[src/ulpi_pkg.sv]
`default_nettype none

package ulpi_pkg;

  // Bus width and the split of a PID byte into type and check nibbles
  localparam int ULPI_DATA_W  = 8;
  localparam int PID_NIBBLE_W = 4;

  typedef logic [ULPI_DATA_W-1:0] ulpi_byte_t;

  // Driven by the link during the stp cycle, never a valid PID
  localparam ulpi_byte_t ULPI_IDLE_BYTE = 8'h00;

  // Link transmit engine
  typedef enum logic [1:0] {
    TX_IDLE = 2'd0,
    TX_SEND = 2'd1,
    TX_STOP = 2'd2
  } ulpi_tx_state_e;

  // PHY model, SEND drives the bus and RECV captures link data
  typedef enum logic [1:0] {
    PHY_IDLE = 2'd0,
    PHY_SEND = 2'd1,
    PHY_RECV = 2'd2
  } ulpi_phy_state_e;

  // A PID carries its own type inverted in the upper nibble.
  // Two-state result so an undriven bus never looks like a start
  function automatic bit pid_is_valid(input ulpi_byte_t b);
    return b[PID_NIBBLE_W-1:0] == ~b[ULPI_DATA_W-1:PID_NIBBLE_W];
  endfunction

endpackage

`default_nettype wire

[src/ulpi_link_tx.sv]
`timescale 1ns/1ps
`default_nettype none

module ulpi_link_tx
  import ulpi_pkg::*;
(
  input  wire             clock,
  input  wire             reset_i,

  // User transmit stream
  input  wire             tx_tvalid_i,
  input  wire             tx_tlast_i,
  input  wire ulpi_byte_t tx_tdata_i,
  output logic            tx_tready_o,

  // ULPI link-side signals
  input  wire             ulpi_dir_i,
  input  wire             ulpi_nxt_i,
  output logic            ulpi_stp_o,
  output logic            ulpi_rst_no,
  output ulpi_byte_t      ulpi_data_o,
  output logic            ulpi_data_oe_o
);

  ulpi_tx_state_e state_q;
  logic           rst_n_q;
  logic           accept;

  // PHY reset follows the system reset one cycle later
  always_ff @(posedge clock) begin
    rst_n_q <= !reset_i;
  end

  assign ulpi_rst_no = rst_n_q;

  // Bus ownership and byte handshake
  always_comb begin
    tx_tready_o    = 1'b0;
    ulpi_data_oe_o = 1'b0;
    ulpi_data_o    = tx_tdata_i;
    case (state_q)
      TX_IDLE: begin
        // PID goes out as soon as the bus is ours, held until nxt
        ulpi_data_oe_o = tx_tvalid_i && !ulpi_dir_i;
        tx_tready_o    = ulpi_nxt_i && !ulpi_dir_i;
      end
      TX_SEND: begin
        ulpi_data_oe_o = 1'b1;
        tx_tready_o    = ulpi_nxt_i;
      end
      TX_STOP: begin
        ulpi_data_oe_o = 1'b1;
        ulpi_data_o    = ULPI_IDLE_BYTE;
      end
      default: begin
        ulpi_data_oe_o = 1'b0;
      end
    endcase
  end

  assign accept     = tx_tvalid_i && tx_tready_o;
  assign ulpi_stp_o = (state_q == TX_STOP);

  always_ff @(posedge clock) begin
    if (reset_i) begin
      state_q <= TX_IDLE;
    end else begin
      case (state_q)
        TX_IDLE, TX_SEND: begin
          if (accept) begin
            // Last byte taken, close the packet with one stp cycle
            state_q <= tx_tlast_i ? TX_STOP : TX_SEND;
          end
        end
        TX_STOP: begin
          state_q <= TX_IDLE;
        end
        default: begin
          state_q <= TX_IDLE;
        end
      endcase
    end
  end

endmodule

`default_nettype wire

[config.mk]
export PLATFORM = sky130hd
export DESIGN_NAME = ulpi_link_tx
export DESIGN_NICKNAME = d
export VERILOG_FILES = /design/src/ulpi_pkg.sv /design/src/ulpi_link_tx.sv
export SDC_FILE = /design/constraint.sdc
export NUM_CORES = 1
export LEC_CHECK = 0
export ABC_CLOCK_PERIOD_IN_PS = 1100
export BUFFER_PORTS_ARGS = -buffer_cell sky130_fd_sc_hd__buf_2
export CAP_MARGIN = 20
export CORE_AREA = 2 2 39 41
export DETAILED_ROUTE_END_ITERATION = 6
export DIE_AREA = 0 0 41 43
export PLACE_DENSITY_LB_ADDON = 0.08
export SLEW_MARGIN = 30
export SYNTH_ARGS = -nofsm -noshare
export SYNTH_HDL_FRONTEND = slang
export SYNTH_SLANG_ARGS = --single-unit
export TNS_END_PERCENT = 1
[constraint.sdc]
create_clock -name clock -period 1.1 [get_ports clock]
set_input_delay 0.275 -clock clock [delete_from_list [all_inputs] [get_ports clock]]
set_output_delay 0.275 -clock clock [all_outputs]
set_load 0.03 [all_outputs]
==> flow_summary_export.csv <==
group,metric,value,unit
die,core,1380,sq um
global_route,track_usage,0.105,
placement,place_hpwl,659,um
power,p_leak,0.345,nW
power,peakVddDrop,0.568,mV
clock_tree,cts_root_buffer,"clkbuf_4",
finish,fin_nets,84,
routing,via_count,318,
yosys,synthTopCellsByArea,"dfxtp_1 23%, ha_1 19%, nor2b_1 19%",
sta,hold_viol,0,
yosys,synth_area_per_cell,8.88,sq um
sta,finalSetupViolCount,13,
hold_path,min_path_type,"in -> reg",
critical_path,start_kind,"register",
global_route,antenna_found_initial,0,
sta,fin_setup_tns,-4.36,ns
critical_path,crit_path_top_delay_cell,"dfxtp_4",
placement,place.gp.congestion,0.660,
critical_path,cpPeakStageDelay,0.36,ns
placement,place_ws,-0.241,ns
yosys,synthCells,30,
critical_path,cp-end-kind,"primary output",
die,start_util,0.193,
yosys,postSynth.asyncResetShare,0,
sta,period_needed,1.52,ns
power,comb_power_share,0.471,
critical_path,cp_max_fo,4,
clock_tree,clk_pin_slew,0.04,ns
routing,ant_nets,0,
yosys,synth_edf_count,0,
sta,setup_ws,-0.421,ns
yosys,syn-num-nets,48,
yosys,syn_area,267,sq um
sta,drv_slew,0,
power,internal_power,0.396,mW
outcome,outcome,"finished, violations left",
finish,syn2layout_area_growth,150,%
die,dieHeight,43,um
routing,wl_per_cell,9.59,um
placement,port_buffers,25,
yosys,ys_warn_count,0,
die,rows,14,
critical_path,path_class,"reg -> out",
clock_tree,insertion_delay,0.23,ns
yosys,ys_seq_elements,3,
routing,routed_wl,777,um
critical_path,crit_path_cell_trace,"inv_4 > ha_4 > nor2b_4 > a21oi_2 > nor2_4 > buf_6",
sta,grt_setup_unrepaired,"true",
critical_path,cp.required,0.82,ns
sta,tightest_slew,0.250,ns
routing,vias_per_cell,3.93,
sta,relSlewSlack,0.833,
sta,hold_ws,0.208,ns
finish,insertedDiodeCount,0,
outcome,violations,"setup timing",
sta,fin_skew,0.00221,ns
power,netSwitchingPower,0.196,mW
die,dieWidth,41,um
die,ios,26,
clock_tree,cts_buffers,3,
yosys,netlist_top_cells_count,"8 x nor2b_1, 4 x ha_1, 3 x dfxtp_1, 3 x inv_1, 3 x nand2_1",
yosys,seq_area_frac_synth,0.225,
die,die-area,1760,sq um
global_route,grt-ovfl-total,0,
sta,fin_crit_sh,1.38,
yosys,ys.flop_type,"dfxtp_1",
yosys,ys_types,13,
power,p_sw_frac,0.331,
clock_tree,ctsLongestPathBuffers,2,
critical_path,rrSetupSlack,-0.28,ns
critical_path,arrival,1.25,ns
power,pwr-share-seq,0.198,
yosys,synth_top_area_frac,0.225,
clock_tree,holdBufCountCts,0,
clock_tree,htreeDepth,1,
power,power.density,887,nW/um^2
clock_tree,clock-sinks,3,
routing,dr.pass1.iters,1,
finish,fillers,135,
global_route,grt_pass1_vias,282,
routing,drt_iter0_markers,0,
clock_tree,cts_tree,"done",
global_route,grt_pass1_wl,1.15,mm
sta,max_freq,658,MHz
finish,layout-drive-gt1-share,0.831,
yosys,synth_most_common_cell,"nor2b_1",
routing,drc_errors,0,
global_route,grt_max_degree,10,
power,p_clk_frac,0.331,
yosys,synth_top_cell_by_area,"dfxtp_1",
run,max_cap_violations,0,
## flip-flops by register name, summed over array words and instances, names as in the netlist
name / count
ulpi_rst_no: 1
state_q: 2
## final cells by class
type	instances	area [sq um]	share of cell area
Timing Repair Buffer	31	243	0.364
Multi-Input combinational cell	24	299	0.448
Sequential cell	3	65.1	0.0976
Clock buffer	4	26.3	0.0394
Inverter	3	13.8	0.0206
Tap cell	16	20.0	0.0300
## kinds of logic (layout without fill, tap and decap cells)
family          Yosys count  count (layout)  synth area share
flops                     3               3             0.225
simple gates             14              14             0.319
fa+ha+maj                 4               4             0.188
buf+inv                   3              38            0.0423
mux                       2               2            0.0751
compound gates            4               4             0.150
## per-stage QoR
stage,instance area (sq um),total power [mW],utilization,std cells
6_report,667,0.591,0.482,81
5_1_grt,667,0.639,0.482,81
4_1_cts,659,0.600,0.476,80
3_5_place_dp,556,0.357,0.401,76
3_3_place_gp,556,0.357,0.401,76
2_1_floorplan,373,0.282,-,30
## worst paths after layout
kind,startpoint,end,cells past startpoint
worst max register to register,state_q[0]$_SDFFE_PP0P_,state_q[1]$_SDFFE_PP0P_,7
worst min-delay path,reset_i,ulpi_rst_no$_DFF_P_,2
worst min register to register,state_q[0]$_SDFFE_PP0P_,state_q[0]$_SDFFE_PP0P_,2
worst max-delay path,state_q[0]$_SDFFE_PP0P_,ulpi_data_oe_o,6
## per-layer routing
metal | global-route usage | up-vias | part of all wire
met5 | 0 | - | 0
met4 | 0.100 | 0 | 0.022
met3 | 0.0314 | 2 | 0.084
met2 | 0.159 | 15 | 0.52
met1 | 0.105 | 136 | 0.37
li1 | - | 165 | -
## critical path, delay by kind of cell, from the launching register on
family | cells | cell delay, ns
flip-flops | 1 | 0.36
buffers and inverters | 2 | 0.18
AND/OR/NAND/NOR | 2 | 0.17
AO/OA/AOI/OAI | 1 | 0.16
adder cells (fa/ha/maj) | 1 | 0.14
## cell usage in the layout, fill, tap and decap left out, types with 2 or more instances in the layout
master / synthesis / routed
clkbuf_4: 0 / 3
nand2_1: 3 / 3
buf_2: 0 / 14
mux2i_1: 2 / 2
ha_1: 4 / 2
ha_4: 0 / 2
buf_4: 0 / 5
nor2b_4: 1 / 9
buf_6: 0 / 12
## repair_timing
action,4_1_cts,5_1_grt
pin swaps,3,2
cloned,0,0
buffers inserted,0,1
setup endpoints to repair,13,13
gates resized for setup,25,0
## power by group through the flow
| stage | Clock (mW) | Sequential, mW | Combinational [mW] |
|---|---|---|---|
| after floorplan | 0 | 0.124 | 0.157 |
| after global placement | 0 | 0.119 | 0.238 |
| after detailed placement | 0 | 0.119 | 0.237 |
| after CTS | 0.205 | 0.117 | 0.278 |
| after global routing | 0.228 | 0.118 | 0.293 |
| final | 0.196 | 0.117 | 0.279 |
No activity file was read; power rests on OpenSTA's default activity.
