[config.mk]
export PLATFORM = sky130hd
export DESIGN_NAME = ulpi_link_rx
export DESIGN_NICKNAME = d
export VERILOG_FILES = /design/src/ulpi_pkg.sv /design/src/ulpi_link_rx.sv
export SDC_FILE = /design/constraint.sdc
export NUM_CORES = 1
export LEC_CHECK = 0
export ABC_AREA = 1
export BUFFER_PORTS_ARGS = -buffer_cell sky130_fd_sc_hd__buf_2
export CORE_UTILIZATION = 37
export CTS_CLUSTER_SIZE = 20
export DETAILED_ROUTE_END_ITERATION = 12
export GPL_TIMING_DRIVEN = 0
export MAX_ROUTING_LAYER = met4
export PLACE_DENSITY_LB_ADDON = 0.05
export SYNTH_ARGS = -nofsm -noshare
export SYNTH_HDL_FRONTEND = slang
export SYNTH_SLANG_ARGS = --single-unit
[constraint.sdc]
create_clock -name clock -period 1.93 [get_ports clock]
set_input_delay 0.193 -clock clock [delete_from_list [all_inputs] [get_ports clock]]
set_output_delay 0.193 -clock clock [all_outputs]
set_load 0.005 [all_outputs]
[src/ulpi_pkg.sv]
`default_nettype none

package ulpi_pkg;

  // Bus width and the split of a PID byte into type and check nibbles
  localparam int ULPI_DATA_W  = 8;
  localparam int PID_NIBBLE_W = 4;

  typedef logic [ULPI_DATA_W-1:0] ulpi_byte_t;

  // Driven by the link during the stp cycle, never a valid PID
  localparam ulpi_byte_t ULPI_IDLE_BYTE = 8'h00;

  // Link transmit engine
  typedef enum logic [1:0] {
    TX_IDLE = 2'd0,
    TX_SEND = 2'd1,
    TX_STOP = 2'd2
  } ulpi_tx_state_e;

  // PHY model, SEND drives the bus and RECV captures link data
  typedef enum logic [1:0] {
    PHY_IDLE = 2'd0,
    PHY_SEND = 2'd1,
    PHY_RECV = 2'd2
  } ulpi_phy_state_e;

  // A PID carries its own type inverted in the upper nibble.
  // Two-state result so an undriven bus never looks like a start
  function automatic bit pid_is_valid(input ulpi_byte_t b);
    return b[PID_NIBBLE_W-1:0] == ~b[ULPI_DATA_W-1:PID_NIBBLE_W];
  endfunction

endpackage

`default_nettype wire

[src/ulpi_link_rx.sv]
`timescale 1ns/1ps
`default_nettype none

module ulpi_link_rx
  import ulpi_pkg::*;
#(
  parameter int MAX_PACKET_BYTES = 64
) (
  input  wire             clock,
  input  wire             reset_i,

  input  wire             ulpi_dir_i,
  input  wire             ulpi_nxt_i,
  input  wire ulpi_byte_t ulpi_data_i,

  output logic            rx_tvalid_o,
  output logic            rx_tlast_o,
  output ulpi_byte_t      rx_tdata_o,
  output logic            rx_error_o
);

  localparam int CNT_W = $clog2(MAX_PACKET_BYTES + 1);

  ulpi_byte_t       hold_q;
  logic             hold_valid_q;
  logic             drop_q;
  logic [CNT_W-1:0] count_q;
  logic             capture;
  logic             overrun;
  logic             emit;

  assign capture = ulpi_dir_i && ulpi_nxt_i && !drop_q;
  assign overrun = capture && (count_q == CNT_W'(MAX_PACKET_BYTES));
  // Held byte leaves on the next byte or when the PHY gives the bus back
  assign emit    = hold_valid_q && (capture || !ulpi_dir_i);

  always_ff @(posedge clock) begin
    if (reset_i) begin
      hold_valid_q <= 1'b0;
      drop_q       <= 1'b0;
      count_q      <= '0;
      rx_tvalid_o  <= 1'b0;
      rx_tlast_o   <= 1'b0;
      rx_error_o   <= 1'b0;
    end else begin
      rx_tvalid_o <= emit;
      rx_tlast_o  <= emit && !ulpi_dir_i;
      rx_error_o  <= overrun;
      if (!ulpi_dir_i) begin
        hold_valid_q <= 1'b0;
        drop_q       <= 1'b0;
        count_q      <= '0;
      end else if (overrun) begin
        // Too long, the rest of the packet is thrown away
        hold_valid_q <= 1'b0;
        drop_q       <= 1'b1;
      end else if (capture) begin
        hold_valid_q <= 1'b1;
        count_q      <= count_q + 1'b1;
      end
    end
  end

  always_ff @(posedge clock) begin
    if (capture && !overrun) begin
      hold_q <= ulpi_data_i;
    end
    if (emit) begin
      rx_tdata_o <= hold_q;
    end
  end

endmodule

`default_nettype wire

==> results.txt, run 1 <==
Pint - 0.874 mW
die width - 56.4 um
via-per-instance ratio - 4.69
syn nets - 116
Port Buffers - 22
final-stage net count - 144
MaxCap Viol Count - 0
register cell area after layout - 721 sq um
Clk network pwr share - 35.3%
Hold Vio Cnt, Final - 0
row count - 19
global route overflow - 0
Largest stage delay, worst path - 480 ps
Final min period - 1550 ps
fin util - 47.0%
# H-tree levels - 1
CP delay by family, top - simple AND/OR/NAND/NOR gates
Yosys reg bits - 28
Via Count - 750
Total Routed Length - 1660 um
worst path cell trace - nor2_4, buf_6, nor2_1, nor2_1
r2r endpoint - rx_tdata_o[2]$_DFFE_PP_
CP required - 1910 ps
Routed Antenna Nets - 0
maximum vdd drop - 0.620 mV
diode count - 0
post-CTS setup buffers - 0
Clk Latency, worst-skew pair - 330 ps
Root Buffer - clkbuf_4
Buf/Inv on CP - 1
Detailed Route Iter0 Violations - 21
Worst Setup Path Type - register to register
R2R Path Start - drop_q$_SDFFE_PP0P_
effective utilization at floorplan - 39.4%
relative slew slack - 58.3%
Clock Skews - 9.97 ps
RSZ-0062 raised after global routing - no
Ys Warns - 0
CP max FO - 10
vias in the first global route - 649
cell area after layout - 0.00131 sq mm
drc violations - 0
crit end category - register
R2R Setup Slk - 380 ps
largest net degree at the start of global routing - 17
P_leak - 0.545 nW
Setup TNS Final - 0 ps
register area share after synthesis - 65.8%
hold_sp - ulpi_data_i[7]
CTS sink cnt - 28
Post-Syn Area - 0.00110 sq mm
sink of the worst hold path - hold_q[7]$_DFFE_PP_
CTS tree - yes
Hold Path Depth - 1
switching fraction of total power - 18.7%
Yosys cell types - 19
post-synthesis cell count - 102
FILL cells - 261
r2r worst-path depth - 4
RD Place Congestion - 0.718
count of pins over their slew limit - 0
die height - 56.4 um
FMAX - 647 MHz
global-route wire length before repair - 2700 um
CTS clk-pin slew, worst paths - 150 ps
cell repeated most along the worst path - nor2_1
Gate power share - 4.5%
hpwl dp - 1190 um
antenna violations before repair - 0
multi-input combinational cell area - 297 sq um
Net Switching - 0.201 mW
worst-margin pin slew - 623 ps
startpoint types - register
die area - 0.00318 sq mm
DP Area - 0.00124 sq mm
Syn Area/Cell - 10.7 sq um
share of layout cells above drive strength 1 - 25.6%
Core ar. - 0.00278 sq mm
Routed WL per cell - 10.4 um
TritonCTS Buffers - 3
status - complete, no violations
Clock Tree Buf Depth - 2
Final setup viols - 0
Initial DRT Pass Iterations - 4
register share of total power - 60.2%
# IOs - 23
slowest CP cell - nor2_1
pwr/cell area - 823 mW/mm^2
GRT Total Usage - 11.5%
fin crit share - 80.1%
critical path arrival - 1520 ps
area growth from synthesis to layout - 19.3%
hold crit path type - input port to register
cell families after synthesis:
logic type,after synthesis,share of synthesized area [%]
AO/OA/AOI/OAI,6,3.20
adder cells (fa/ha/maj),2,2.28
flip-flops,28,65.8
buffers and inverters,19,7.19
XOR/XNOR,1,0.799
AND/OR/NAND/NOR,46,20.8
flip-flops by register name, summed over array words and instances (netlist names):
name,flops
hold_q,8
rx_tdata_o,8
count_q,7
drop_q,1
hold_valid_q,1
rx_error_o,1
rx_tlast_o,1
rx_tvalid_o,1
routing by layer:
| metal | vias to the layer above | track usage (%) | wire, um |
|---|---|---|---|
| met4 | 0 | 5.23 | 13 |
| met5 | - | - | 0 |
| li1 | 385 | - | - |
| met1 | 343 | 14.5 | 788 |
| met3 | 2 | 2.76 | 73 |
| met2 | 20 | 17.5 | 781 |
cells in the final DEF, fill, tap and decap left out:
cell | synthesis | routed
nand4_1 | 4 | 4
buf_6 | 1 | 1
o21ai_1 | 3 | 3
o211a_1 | 1 | 1
nand2_4 | 1 | 1
nand2_1 | 14 | 14
inv_1 | 17 | 17
dlygate4sd3_1 | 0 | 1
bufinv_16 | 0 | 1
nor2_2 | 2 | 2
ha_1 | 2 | 2
nand3_4 | 1 | 1
edfxtp_1 | 16 | 16
nand3_1 | 7 | 7
dfxtp_1 | 12 | 12
a21oi_1 | 2 | 2
clkbuf_4 | 0 | 3
buf_2 | 0 | 22
nor3_1 | 2 | 2
xor2_1 | 1 | 1
nor2_1 | 14 | 14
nor2_4 | 1 | 1
inv_2 | 1 | 1
what timing repair did:
item / 4_1_cts / 5_1_grt
gates resized for setup: 0 / 0
hold buffers: 0 / 1
endpoints found under the hold margin: 0 / 1
cell usage after synthesis (all sizes together):
| master | count | area (sq um) |
|---|---|---|
| inv | 18 | 67.6 |
| nor2 | 17 | 76.3 |
| edfxtp | 16 | 480 |
| nand2 | 15 | 63.8 |
| dfxtp | 12 | 240 |
| nand3 | 8 | 52.6 |
| nand4 | 4 | 25.0 |
| o21ai | 3 | 15.0 |
| a21oi | 2 | 10.0 |
| ha | 2 | 25.0 |
| nor3 | 2 | 10.0 |
| buf | 1 | 11.3 |
| o211a | 1 | 10.0 |
| xor2 | 1 | 8.76 |
worst max path at each step:
stage	depth (start not counted)	slack, ps	end	start
3_3_place_gp	6	340	rx_tdata_o[4]$_DFFE_PP_	ulpi_dir_i
6_report	4	380	rx_tdata_o[2]$_DFFE_PP_	drop_q$_SDFFE_PP0P_
3_5_place_dp	6	330	rx_tdata_o[4]$_DFFE_PP_	ulpi_dir_i
4_1_cts	4	340	rx_tdata_o[4]$_DFFE_PP_	drop_q$_SDFFE_PP0P_
2_1_floorplan	4	550	rx_tdata_o[0]$_DFFE_PP_	drop_q$_SDFFE_PP0P_
5_1_grt	4	290	rx_tdata_o[1]$_DFFE_PP_	drop_q$_SDFFE_PP0P_
through the flow:
step | hold slack, ps | cells | setup WS [ps] | total power [mW]
after floorplan | 265 | 102 | 553 | 0.686
after global placement | 369 | 155 | 338 | 0.708
after detailed placement | 371 | 155 | 332 | 0.708
after CTS | 16.4 | 159 | 341 | 1.09
after global routing | 0.592 | 160 | 291 | 1.12
final | 26.9 | 160 | 384 | 1.08
layout make-up:
| cell class | count | area share, % |
|---|---|---|
| flip-flops and latches | 28 | 55.1 |
| multi-input cells | 55 | 22.7 |
| repair buffers | 23 | 9.19 |
| inverters | 18 | 5.17 |
| well taps | 31 | 2.97 |
| clock inverters | 1 | 2.30 |
| clock buffers | 3 | 1.72 |
| plain buffers | 1 | 0.861 |
power by group through the flow:
stage / clock (mW) / sequential [mW] / combinational, mW
6_report: 0.380 / 0.648 / 0.0482
5_1_grt: 0.420 / 0.649 / 0.0547
3_3_place_gp: 0 / 0.661 / 0.0467
3_5_place_dp: 0 / 0.661 / 0.0473
4_1_cts: 0.390 / 0.648 / 0.0474
2_1_floorplan: 0 / 0.661 / 0.0253
No activity file was read; power rests on OpenSTA's default activity.
==> run 2: changes to the inputs <==
--- a/config.mk
+++ b/config.mk
@@ -5,7 +5,7 @@
 export SDC_FILE = /design/constraint.sdc
 export NUM_CORES = 1
 export LEC_CHECK = 0
-export ABC_AREA = 1
+export ABC_AREA = 0
 export BUFFER_PORTS_ARGS = -buffer_cell sky130_fd_sc_hd__buf_2
 export CORE_UTILIZATION = 37
 export CTS_CLUSTER_SIZE = 20
==> constraint.sdc (replaced) <==
create_clock -name clock -period 1.4 [get_ports clock]
set_input_delay 0.14 -clock clock [delete_from_list [all_inputs] [get_ports clock]]
set_output_delay 0.14 -clock clock [all_outputs]
set_load 0.005 [all_outputs]
==> results.txt, run 2 <==
# IOs - 23 (unchanged)
Routed WL per cell - 12.2 um (was 10.4 um)
Via Count - 708 (was 750)
CP required - 1510 ps (was 1910 ps)
ys async rst share - 0% (unchanged)
via-per-instance ratio - 4.82 (was 4.69)
Ys Warns - 0 (unchanged)
global-route wire length before repair - 2820 um (was 2700 um)
Largest stage delay, worst path - 480 ps (about the same)
Initial DRT Pass Iterations - 4 (unchanged)
CTS sink cnt - 28 (unchanged)
Hold Vio Cnt, Final - 0 (unchanged)
critical path arrival - 1500 ps (was 1520 ps)
Final setup viols - 0 (unchanged)
startpoint types - register (unchanged)
CP max FO - 9 (was 10)
Total Routed Length - 1790 um (was 1660 um)
leading area contributor after synthesis - edfxtp_1 (unchanged)
effective utilization at floorplan - 40.6% (was 39.4%)
RSZ-0062 raised after global routing - yes (was no)
Synth top area share - 46.0% (was 43.8%)
final hold slack - 187 ps (was 26.9 ps)
register area share after synthesis - 69.1% (was 65.8%)
cell area after layout - 0.00144 sq mm (was 0.00131 sq mm)
worst path cell trace - nor4b_2, a31oi_4, buf_12 (was nor2_4, buf_6, nor2_1, nor2_1)
hpwl dp - 1140 um (was 1190 um)
status - complete, no violations (unchanged)
row count - 18 (was 19)
fin util - 55.9% (was 47.0%)
maximum vdd drop - 0.734 mV (was 0.620 mV)
MaxCap Viol Count - 0 (unchanged)
Clock Skews - 3.58 ps (was 9.97 ps)
global route overflow - 0 (unchanged)
syn nets - 90 (was 116)
Syn Area/Cell - 13.7 sq um (was 10.7 sq um)
CTS tree - yes (unchanged)
GRT Total Usage - 14.5% (was 11.5%)
Post-Syn Area - 0.00104 sq mm (was 0.00110 sq mm)
relative slew slack - 68.6% (was 58.3%)
Core ar. - 0.00257 sq mm (was 0.00278 sq mm)
biggest regs - hold_q: 8 flops, rx_tdata_o: 8 flops, count_q: 7 flops (unchanged)
# H-tree levels - 1 (unchanged)
top cells by area, synth - edfxtp_1 46%, dfxtp_1 23%, a21oi_1 2.9% (was edfxtp_1 44%, dfxtp_1 22%, inv_1 5.8%)
Detailed Route Iter0 Violations - 9 (was 21)
EDFF count, synth - 16 (unchanged)
FILL cells - 225 (was 261)
Worst Setup Path Type - register to register (unchanged)
die width - 55.1 um (was 56.4 um)
Post-synth top flop - edfxtp_1 (unchanged)
Cell Count Post-Placement - 127 (was 155)
crit end category - register (unchanged)
final-stage net count - 132 (was 144)
hold crit path type - input port to register (unchanged)
share of layout cells above drive strength 1 - 36.8% (was 25.6%)
Routed Antenna Nets - 0 (unchanged)
R2R Setup Slk - 20 ps (was 380 ps)
worst-margin pin slew - 469 ps (was 623 ps)
fin crit share - 98.8% (was 80.1%)
CTS clk-pin slew, worst paths - 150 ps (about the same)
commonest cells after routing, fill and taps aside - 21 x buf_2, 16 x edfxtp_1, 11 x dlygate4sd3_1, 8 x nand2_1, 7 x dfxtp_1 (was 22 x buf_2, 17 x inv_1, 16 x edfxtp_1, 14 x nand2_1, 14 x nor2_1)
largest net degree at the start of global routing - 17 (unchanged)
Clock Tree Buf Depth - 2 (unchanged)
area growth from synthesis to layout - 37.5% (was 19.3%)
top post-synthesis cells by count - 16 x edfxtp_1, 12 x dfxtp_1, 8 x nand2_1 (was 17 x inv_1, 16 x edfxtp_1, 14 x nand2_1, 14 x nor2_1, 12 x dfxtp_1)
antenna violations before repair - 0 (unchanged)
die height - 55.1 um (was 56.4 um)
count of pins over their slew limit - 0 (unchanged)
FMAX - 723 MHz (was 647 MHz)
post-synthesis cell count - 76 (was 102)
diode count - 0 (unchanged)
P_leak - 0.536 nW (was 0.545 nW)
TritonCTS Buffers - 3 (unchanged)
Root Buffer - clkbuf_4 (unchanged)
slowest CP cell - nor4b_2 (was nor2_1)
DP Area - 0.00120 sq mm (was 0.00124 sq mm)
die area - 0.00304 sq mm (was 0.00318 sq mm)
total power - 1.52 mW (was 1.08 mW)
vias in the first global route - 634 (was 649)
Finished Layout Cells - 147 (was 160)
pwr/cell area - 1060 mW/mm^2 (was 823 mW/mm^2)
Clk Latency, worst-skew pair - 320 ps (was 330 ps)
Yosys reg bits - 28 (unchanged)
Final min period - 1380 ps (was 1550 ps)
RD Place Congestion - 0.750 (was 0.718)
top-count cell post-synth - edfxtp_1 (was inv_1)
drc violations - 0 (unchanged)
Yosys cell types - 27 (was 19)
Port Buffers - 21 (was 22)
most common cell after layout, fill and taps aside - buf_2 (unchanged)
-- run 2: kinds of logic after synthesis --
| family | count (synthesis) | synth area share [%] |
|---|---|---|
| AOI/OAI and AO/OA | 15 | 8.63 |
| adders and majority gates | 2 | 2.40 |
| muxes | 2 | 1.92 |
| and+or+nand+nor | 25 | 15.8 |
| buffers and inverters | 4 | 2.16 |
| DFF | 28 | 69.1 |
-- run 2: worst max-delay path, delay by kind of cell, from the launching register on --
kind                   cells  cell delay [ps]
AND/OR/NAND/NOR            1              480
buffers and inverters      1              160
AO/OA/AOI/OAI              1              150
flip-flops                 1              370
-- run 2: per-stage QoR --
stage	setup TNS, ps	setup WS [ps]
3_5_place_dp	-2080	-179
5_1_grt	-132	-24.7
6_report	0	17.0
4_1_cts	0	2.00
3_3_place_gp	-1720	-157
2_1_floorplan	0	45.9
-- run 2: power by group --
group / internal (mW) / total [mW] / switching, mW
Clock: 0.289 / 0.527 / 0.238
Sequential: 0.887 / 0.893 / 0.00575
Combinational: 0.0602 / 0.103 / 0.0424
-- run 2: final cells by class --
cell class	instances	area, sq um	area share (%)
Sequential cell	28	727	50.7
Multi-Input combinational cell	44	330	23.0
Timing Repair Buffer	37	265	18.5
Tap cell	30	37.5	2.62
Clock inverter	1	30.0	2.09
Clock buffer	3	22.5	1.57
Buffer	1	11.3	0.785
Inverter	3	11.3	0.785
-- run 2: timing repair --
item | in CTS | in global routing
pin swaps | 1 | 1
endpoints found under the hold margin | 10 | 0
setup buffers | 2 | 3
resized for setup | 2 | 6
setup endpoints to repair | 19 | 23
hold buffers | 11 | 0
-- run 2: worst paths after layout --
| check | cells past startpoint | to | startpoint |
|---|---|---|---|
| worst max-delay path | 3 | hold_q[5]$_DFFE_PP_ | count_q[3]$_SDFFE_PP0P_ |
| worst min-delay path | 2 | rx_tdata_o[5]$_DFFE_PP_ | ulpi_dir_i |
| worst max register to register | 3 | hold_q[5]$_DFFE_PP_ | count_q[3]$_SDFFE_PP0P_ |
| worst min register to register | 0 | rx_tdata_o[2]$_DFFE_PP_ | hold_q[2]$_DFFE_PP_ |
-- run 2: metal layers --
metal	share of wire [%]	GRT usage [%]
met1	47	17.1
met2	49	22.3
met3	3.2	4.10
met4	0.73	7.50
met5	0	-
